**src/source/vend_pkg.sv**
```systemverilog
package vend_pkg;

    typedef logic [7:0] credit_t;    // credit or coin amount
    typedef logic [1:0] drink_t;     // 0..3 for A, S, D, F
    typedef logic [7:0] key_code_t;
    typedef logic [7:0] seg_t;       // a b c d e f g dp, active low

    typedef enum logic [1:0] {
        VEND_IDLE     = 2'd0,
        VEND_DISPENSE = 2'd1,
        VEND_REFUND   = 2'd2
    } vend_state_t;

    localparam credit_t CREDIT_MAX = 8'd99;

    localparam credit_t COIN_SMALL = 8'd5;
    localparam credit_t COIN_MID   = 8'd10;
    localparam credit_t COIN_LARGE = 8'd50;

    // indexed by drink_t
    localparam credit_t DRINK_PRICE [0:3] = '{8'd20, 8'd25, 8'd30, 8'd60};

    // set 2 make codes
    localparam key_code_t KEY_A = 8'h1C;
    localparam key_code_t KEY_S = 8'h1B;
    localparam key_code_t KEY_D = 8'h23;
    localparam key_code_t KEY_F = 8'h2B;

    // consecutive high samples before a press counts
    localparam int DEBOUNCE_LEN = 4;

    // top bit of the refresh counter picks the digit
    localparam int REFRESH_BITS = 4;

endpackage

```
**src/source/button_conditioner.sv**
```systemverilog
`timescale 1ns/1ps

module button_conditioner (
    input  logic clk,
    input  logic rst,
    input  logic button,
    output logic press_pulse
);

    logic [vend_pkg::DEBOUNCE_LEN-1:0] sample_sr;
    logic                              debounced;
    logic                              debounced_q;

    // stable only once every stage has seen the button high
    assign debounced = &sample_sr;

    always_ff @(posedge clk) begin
        if (rst) begin
            sample_sr   <= '0;
            debounced_q <= 1'b0;
            press_pulse <= 1'b0;
        end else begin
            sample_sr   <= {sample_sr[vend_pkg::DEBOUNCE_LEN-2:0], button};
            debounced_q <= debounced;
            press_pulse <= debounced & ~debounced_q;  // rising edge only
        end
    end

    // a held button must not retrigger
    a_single_cycle_pulse: assert property (
        @(posedge clk) disable iff (rst)
        press_pulse |=> !press_pulse
    ) else $error("press_pulse high for two cycles");

endmodule

```
**src/source/coin_intake.sv**
```systemverilog
`timescale 1ns/1ps

module coin_intake (
    input  logic              clk,
    input  logic              rst,
    input  logic              coin_small_btn,
    input  logic              coin_mid_btn,
    input  logic              coin_large_btn,
    input  logic              cancel_btn,
    output logic              coin_pulse,
    output vend_pkg::credit_t coin_value,
    output logic              cancel_pulse
);

    logic small_pulse;
    logic mid_pulse;
    logic large_pulse;

    button_conditioner small_cond (
        .clk         (clk),
        .rst         (rst),
        .button      (coin_small_btn),
        .press_pulse (small_pulse)
    );

    button_conditioner mid_cond (
        .clk         (clk),
        .rst         (rst),
        .button      (coin_mid_btn),
        .press_pulse (mid_pulse)
    );

    button_conditioner large_cond (
        .clk         (clk),
        .rst         (rst),
        .button      (coin_large_btn),
        .press_pulse (large_pulse)
    );

    button_conditioner cancel_cond (
        .clk         (clk),
        .rst         (rst),
        .button      (cancel_btn),
        .press_pulse (cancel_pulse)
    );

    assign coin_pulse = small_pulse | mid_pulse | large_pulse;

    // one coin per cycle, small wins over mid over large
    always_comb begin
        if (small_pulse)
            coin_value = vend_pkg::COIN_SMALL;
        else if (mid_pulse)
            coin_value = vend_pkg::COIN_MID;
        else if (large_pulse)
            coin_value = vend_pkg::COIN_LARGE;
        else
            coin_value = '0;
    end

endmodule

```
**src/source/drink_select.sv**
```systemverilog
`timescale 1ns/1ps

module drink_select (
    input  logic                clk,
    input  logic                rst,
    input  logic                key_valid,
    input  logic                key_make,
    input  vend_pkg::key_code_t key_code,
    output logic                select_pulse,
    output vend_pkg::drink_t    select_drink
);

    logic             key_hit;   // code is one of the drink keys
    vend_pkg::drink_t key_idx;
    logic [3:0]       held;      // drink keys currently down

    always_comb begin
        key_hit = 1'b1;
        case (key_code)
            vend_pkg::KEY_A: key_idx = 2'd0;
            vend_pkg::KEY_S: key_idx = 2'd1;
            vend_pkg::KEY_D: key_idx = 2'd2;
            vend_pkg::KEY_F: key_idx = 2'd3;
            default: begin
                key_hit = 1'b0;
                key_idx = 2'd0;
            end
        endcase
    end

    always_ff @(posedge clk) begin
        if (rst) begin
            held         <= '0;
            select_pulse <= 1'b0;
        end else begin
            select_pulse <= 1'b0;
            if (key_valid && key_hit) begin
                if (key_make) begin
                    // typematic repeats see the key already held
                    select_pulse  <= ~held[key_idx];
                    held[key_idx] <= 1'b1;
                end else begin
                    held[key_idx] <= 1'b0;
                end
            end
        end
    end

    always_ff @(posedge clk) begin
        if (key_valid && key_hit && key_make)
            select_drink <= key_idx;
    end

endmodule

```
**src/source/vend_controller.sv**
```systemverilog
`timescale 1ns/1ps

module vend_controller (
    input  logic              clk,
    input  logic              rst,
    input  logic              coin_pulse,
    input  logic              cancel_pulse,
    input  logic              select_pulse,
    input  vend_pkg::credit_t coin_value,
    input  vend_pkg::drink_t  select_drink,
    output vend_pkg::credit_t credit,
    output logic              dispense,
    output vend_pkg::drink_t  dispensed_drink,
    output logic              refund,
    output vend_pkg::credit_t refund_amount,
    output logic [3:0]        affordable
);

    vend_pkg::vend_state_t state;
    vend_pkg::credit_t     price;
    vend_pkg::credit_t     credit_sat;
    logic [8:0]            credit_sum;   // one extra bit for the carry

    assign price      = vend_pkg::DRINK_PRICE[select_drink];
    assign credit_sum = {1'b0, credit} + {1'b0, coin_value};
    assign credit_sat = (credit_sum > {1'b0, vend_pkg::CREDIT_MAX})
                        ? vend_pkg::CREDIT_MAX : credit_sum[7:0];

    always_ff @(posedge clk) begin
        if (rst) begin
            state  <= vend_pkg::VEND_IDLE;
            credit <= '0;
        end else begin
            case (state)
                vend_pkg::VEND_IDLE: begin
                    if (cancel_pulse) begin
                        state  <= vend_pkg::VEND_REFUND;
                        credit <= '0;
                    end else if (select_pulse) begin
                        if (credit >= price) begin
                            state  <= vend_pkg::VEND_DISPENSE;
                            credit <= credit - price;
                        end
                        // short on credit, nothing happens
                    end else if (coin_pulse) begin
                        credit <= credit_sat;
                    end
                end
                default: state <= vend_pkg::VEND_IDLE;  // busy one cycle
            endcase
        end
    end

    // payload, only meaningful alongside the pulses
    always_ff @(posedge clk) begin
        if (state == vend_pkg::VEND_IDLE) begin
            dispensed_drink <= select_drink;
            refund_amount   <= credit;
        end
    end

    assign dispense = (state == vend_pkg::VEND_DISPENSE);
    assign refund   = (state == vend_pkg::VEND_REFUND);

    always_comb begin
        for (int i = 0; i < 4; i++)
            affordable[i] = (credit >= vend_pkg::DRINK_PRICE[i]);
    end

    a_credit_in_range: assert property (
        @(posedge clk) disable iff (rst)
        credit <= vend_pkg::CREDIT_MAX
    ) else $error("credit above saturation limit");

    a_vend_refund_exclusive: assert property (
        @(posedge clk) disable iff (rst)
        !(dispense && refund)
    ) else $error("dispense and refund together");

endmodule

```
**src/source/credit_display.sv**
```systemverilog
`timescale 1ns/1ps

module credit_display (
    input  logic              clk,
    input  logic              rst,
    input  vend_pkg::credit_t credit,
    output vend_pkg::seg_t    seg,
    output logic [3:0]        an
);

    logic [vend_pkg::REFRESH_BITS-1:0] refresh_cnt;
    logic                              digit_sel;   // 1 = tens
    vend_pkg::credit_t                 tens_full;
    vend_pkg::credit_t                 ones_full;
    logic [3:0]                        digit;

    function automatic vend_pkg::seg_t digit_to_seg(input logic [3:0] value);
        vend_pkg::seg_t pattern;
        case (value)
            4'd0:    pattern = 8'b0000_0011;
            4'd1:    pattern = 8'b1001_1111;
            4'd2:    pattern = 8'b0010_0101;
            4'd3:    pattern = 8'b0000_1101;
            4'd4:    pattern = 8'b1001_1001;
            4'd5:    pattern = 8'b0100_1001;
            4'd6:    pattern = 8'b0100_0001;
            4'd7:    pattern = 8'b0001_1111;
            4'd8:    pattern = 8'b0000_0001;
            4'd9:    pattern = 8'b0000_1001;
            default: pattern = 8'b0110_0000;  // not a decimal digit
        endcase
        return pattern;
    endfunction

    always_ff @(posedge clk) begin
        if (rst)
            refresh_cnt <= '0;
        else
            refresh_cnt <= refresh_cnt + 1'b1;
    end

    assign digit_sel = refresh_cnt[vend_pkg::REFRESH_BITS-1];

    // credit is capped at 99, so both quotients fit a nibble
    assign tens_full = credit / 8'd10;
    assign ones_full = credit - tens_full * 8'd10;

    assign digit = digit_sel ? tens_full[3:0] : ones_full[3:0];
    assign seg   = digit_to_seg(digit);
    assign an    = digit_sel ? 4'b1101 : 4'b1110;

    a_anode_legal: assert property (
        @(posedge clk) disable iff (rst)
        an inside {4'b1110, 4'b1101}
    ) else $error("illegal anode code %b", an);

endmodule

```
**src/source/vending_top.sv**
```systemverilog
`timescale 1ns/1ps

module vending_top (
    input  logic                clk,
    input  logic                rst,
    input  logic                coin_small_btn,
    input  logic                coin_mid_btn,
    input  logic                coin_large_btn,
    input  logic                cancel_btn,
    input  logic                key_valid,
    input  logic                key_make,
    input  vend_pkg::key_code_t key_code,
    output vend_pkg::credit_t   credit,
    output logic                dispense,
    output vend_pkg::drink_t    dispensed_drink,
    output logic                refund,
    output vend_pkg::credit_t   refund_amount,
    output logic [3:0]          affordable,
    output vend_pkg::seg_t      seg,
    output logic [3:0]          an
);

    logic              coin_pulse;
    vend_pkg::credit_t coin_value;
    logic              cancel_pulse;
    logic              select_pulse;
    vend_pkg::drink_t  select_drink;

    coin_intake intake0 (
        .clk            (clk),
        .rst            (rst),
        .coin_small_btn (coin_small_btn),
        .coin_mid_btn   (coin_mid_btn),
        .coin_large_btn (coin_large_btn),
        .cancel_btn     (cancel_btn),
        .coin_pulse     (coin_pulse),
        .coin_value     (coin_value),
        .cancel_pulse   (cancel_pulse)
    );

    drink_select select0 (
        .clk          (clk),
        .rst          (rst),
        .key_valid    (key_valid),
        .key_make     (key_make),
        .key_code     (key_code),
        .select_pulse (select_pulse),
        .select_drink (select_drink)
    );

    vend_controller ctrl0 (
        .clk             (clk),
        .rst             (rst),
        .coin_pulse      (coin_pulse),
        .cancel_pulse    (cancel_pulse),
        .select_pulse    (select_pulse),
        .coin_value      (coin_value),
        .select_drink    (select_drink),
        .credit          (credit),
        .dispense        (dispense),
        .dispensed_drink (dispensed_drink),
        .refund          (refund),
        .refund_amount   (refund_amount),
        .affordable      (affordable)
    );

    credit_display display0 (
        .clk    (clk),
        .rst    (rst),
        .credit (credit),
        .seg    (seg),
        .an     (an)
    );

endmodule

```
**config.mk**
```make
export PLATFORM = sky130hd
export DESIGN_NAME = vending_top
export DESIGN_NICKNAME = d
export VERILOG_FILES = /design/src/source/vend_pkg.sv /design/src/source/button_conditioner.sv /design/src/source/coin_intake.sv /design/src/source/drink_select.sv /design/src/source/vend_controller.sv /design/src/source/credit_display.sv /design/src/source/vending_top.sv
export SDC_FILE = /design/constraint.sdc
export NUM_CORES = 1
export LEC_CHECK = 0
export BUFFER_PORTS_ARGS = -buffer_cell sky130_fd_sc_hd__buf_4
export CORE_UTILIZATION = 40
export CTS_CLUSTER_SIZE = 30
export DETAILED_ROUTE_END_ITERATION = 12
export SYNTH_ARGS = -nofsm -noshare
export SYNTH_HDL_FRONTEND = slang
export SYNTH_SLANG_ARGS = --single-unit
```
**constraint.sdc**
```tcl
create_clock -name clk -period 6.8 [get_ports clk]
set_input_delay 1.02 -clock clk [delete_from_list [all_inputs] [get_ports clk]]
set_output_delay 1.02 -clock clk [all_outputs]
set_load 0.01 [all_outputs]
```
==> results.json <==
{
  "outcome": "completed",
  "ys_seq_elements": 55,
  "grt_pass1_wl_um": 12200,
  "synthCells": 389,
  "layout.nets": 472,
  "routed_wl_um": 7220,
  "setup_slack_ns": 0.470,
  "first_pass_iters": 4,
  "hold_viol_final": 0,
  "crit_arrival_ns": 5.31,
  "peakVddDrop_mv": 0.123,
  "synth_cell_types": 70,
  "cap_violations": 0,
  "drt-met1-wl_um": 3380,
  "clkTransAtPathRegs_ns": 0.10,
  "ant_nets": 0,
  "drtIter0Drc": 104,
  "slowest_stage": "dfxtp_1",
  "finalWeightedCongestion": 0.905,
  "clock_latency_ns": 0.31,
  "cts_max_level": 2,
  "fill_cells": 804,
  "synth_area_mm2": 0.00345,
  "slew_headroom": 0.249,
  "cp_data_required_time_ns": 5.78,
  "post_drt_via_cell_ratio": 5.32,
  "synth-main-ff-cell": "dfxtp_1",
  "crit_family": "compound AO/OA/AOI/OAI gates",
  "cp_max_fo": 27,
  "clock-sinks": 55,
  "end_kind": "output pin",
  "min_path_type": "reg2reg",
  "drt-wirelength-per-cell_um": 13.4,
  "critPathKind": "reg2out",
  "rows": 33,
  "highest_layer": "met4",
  "post-route-drc-count": 0,
  "tns_ns": 0,
  "setup_violations": 0,
  "routed-via-count": 2858,
  "cts.hold.buffers_added": 0,
  "fin_hold_ws_ns": 0.390,
  "boundaryPins": 52,
  "core-area_mm2": 0.00830,
  "route.met2.wl_um": 3520,
  "period_share": 0.931,
  "antenna_found_initial": 0,
  "synth_edf_count": 12,
  "grt_usage": 0.171,
  "synth-async-reset-ratio": 0,
  "startpoint_type": "flop",
  "cts_resized": 0,
  "die_y_um": 94.9,
  "critPathBufInv": 2,
  "drv_slew": 0,
  "rsz0062_at_grt": "false",
  "yosysWarnings": 0,
  "syn2layout_area_growth_pct": 15.4,
  "p_per_area_mw_per_mm2": 163,
  "cts_root_buffer": "clkbuf_8",
  "grt_pass1_vias": 2736,
  "path_common_cell": "ha_1",
  "start_util": 0.416,
  "cts_tree": "yes",
  "dieArea_mm2": 0.00901,
  "skew_ns": 0.00847,
  "yosysSeqAreaShare": 0.354,
  "p_leak_uw": 0.00172,
  "fmax_ghz": 0.158,
  "synth.avg_cell_area_um2": 8.88,
  "diodes": 0,
  "grt-ovfl-total": 0,
  "post-place-ws_ns": 0.853,
  "fp.dieW_um": 94.9,
  "routed-wl-met3_um": 191,
  "postPlaceCellArea_mm2": 0.00389,
  "tightest_slew_ns": 1.12,
  "grt_start_max_net_pins": 37,
  "stdcell_count": 537,
  "cts_buffers": 5,
  "drive_gt1_frac": 0.181,
  "max_stage_delay_ns": 0.99,
  "hpwl_um": 5360,
  "dp.cells": 529,
  "cts_setup_buffers": 0,
  "final_area_mm2": 0.00399,
  "layout_min_cycle_time_ns": 6.33,
  "io_buffer_count": 49,
  "clockBufferDepth": 2,
  "crit_chain": "nor2_1 > a311oi_2 > nand2_1 > maj3_1 > a21oi_1 > ha_1 > nor2b_1 > a2111o_1 > and3_1 > inv_1 > ha_1 > fa_1 > o2111ai_1 > o211ai_1 > a31oi_1 > o31ai_4 > mux2i_1 > buf_4"
}
[path summary, 6_finish.rpt]
| path | start | to | slack, ns | cells past startpoint |
|---|---|---|---|---|
| worst max-delay path | ctrl0.credit[7] | seg[5] | 0.47 | 18 |
| worst max register to register | select0.select_drink[1] | ctrl0.credit[4] | 3.24 | 12 |
| worst min register to register | intake0.large_cond.debounced_q | intake0.large_cond.press_pulse | 0.39 | 1 |
| worst min-delay path | intake0.large_cond.debounced_q | intake0.large_cond.press_pulse | 0.39 | 1 |
[sequential cells by signal, indices dropped and copies added (netlist names), 4 cells and up, named ones only]
signal                         cells
intake0.small_cond.sample_sr       4
display0.refresh_cnt               4
intake0.cancel_cond.sample_sr      4
intake0.mid_cond.sample_sr         4
ctrl0.refund_amount                8
intake0.large_cond.sample_sr       4
ctrl0.credit                       8
[cell families (layout without fill, tap and decap cells)]
| kind of cell | after synthesis | in the layout | synth area share |
|---|---|---|---|
| flip-flops | 55 | 55 | 0.354 |
| buffers and inverters | 45 | 87 | 0.0551 |
| AO/OA/AOI/OAI | 96 | 96 | 0.208 |
| XOR/XNOR | 10 | 10 | 0.0254 |
| AND/OR/NAND/NOR | 148 | 148 | 0.233 |
| multiplexers | 8 | 8 | 0.0232 |
| other | 1 | 2 | 0.00109 |
| adder cells (fa/ha/maj) | 26 | 26 | 0.100 |
[placed cells by master (no fill, tap or decap), types with 4 or more instances in the layout]
master,count
o211ai_1,4
clkbuf_8,5
nor3b_1,4
nand3b_1,4
and3_1,4
nor2b_1,30
nand2b_1,6
and4_1,4
and2_1,4
nor4_1,4
nor3_1,5
edfxtp_1,12
o21a_1,5
mux2i_1,8
nand2_1,28
nand3_1,9
buf_4,53
ha_1,22
inv_1,26
a21o_1,8
dfxtp_1,43
o21ai_0,13
a21oi_1,19
xnor2_1,9
nor2_1,35
[metal layers]
layer  global-route usage  up-vias
li1                     -     1460
met1                0.206     1343
met2                0.311       44
met3               0.0250       11
met4               0.0543        0
met5                    0        -
[final cells by class]
cell class | instances | area, µm² | area share
clock buffer | 5 | 68.8 | 0.0173
clock inverter | 3 | 22.5 | 0.00565
inverter | 26 | 97.6 | 0.0245
multi-input combinational | 290 | 2050 | 0.513
sequential | 55 | 1220 | 0.306
tap | 105 | 131 | 0.0330
timing repair buffer | 53 | 398 | 0.0998
[report_power, final]
part | internal (µW) | switching [µW] | leakage [µW]
logic | 61.6 | 65.6 | 0.00119
registers | 338 | 2.37 | 0.000478
clock network | 74.7 | 107 | 0.0000489
[cells in the mapped netlist (all sizes together) (4+ instances only)]
cell	number	area (µm²)
dfxtp	43	861
nor2	35	131
nor2b	30	188
nand2	28	105
inv	26	97.6
a21oi	22	121
ha	22	275
o21ai	16	80.1
clkbuf	12	45.0
edfxtp	12	360
nand3	9	45.0
xnor2	9	78.8
a21o	8	60.1
mux2i	8	80.1
buf	7	47.6
nand2b	6	37.5
and4	5	46.3
nor3	5	25.0
o21a	5	37.5
a31oi	4	40.0
and2	4	25.0
and3	4	25.0
nand3b	4	30.0
nor3b	4	30.0
nor4	4	25.0
o211ai	4	30.0
[per-stage QoR]
step	util	total power, µW
2_1_floorplan	-	432
3_3_place_gp	0.469	473
3_5_place_dp	0.469	475
4_1_cts	0.480	658
5_1_grt	0.480	685
6_report	0.480	649
[worst reg2reg max path: stages (launching register included)]
cell	delay [ns]
edfxtp_1	0.45
nor2b_1	0.20
ha_1	0.20
inv_1	0.06
fa_1	0.41
a21o_1	0.21
a21oi_1	0.20
a21oi_1	0.10
o41ai_1	0.45
a21boi_1	0.46
a31o_2	0.38
a211oi_1	0.18
a21boi_0	0.21
(Power assumes the default switching activity.)
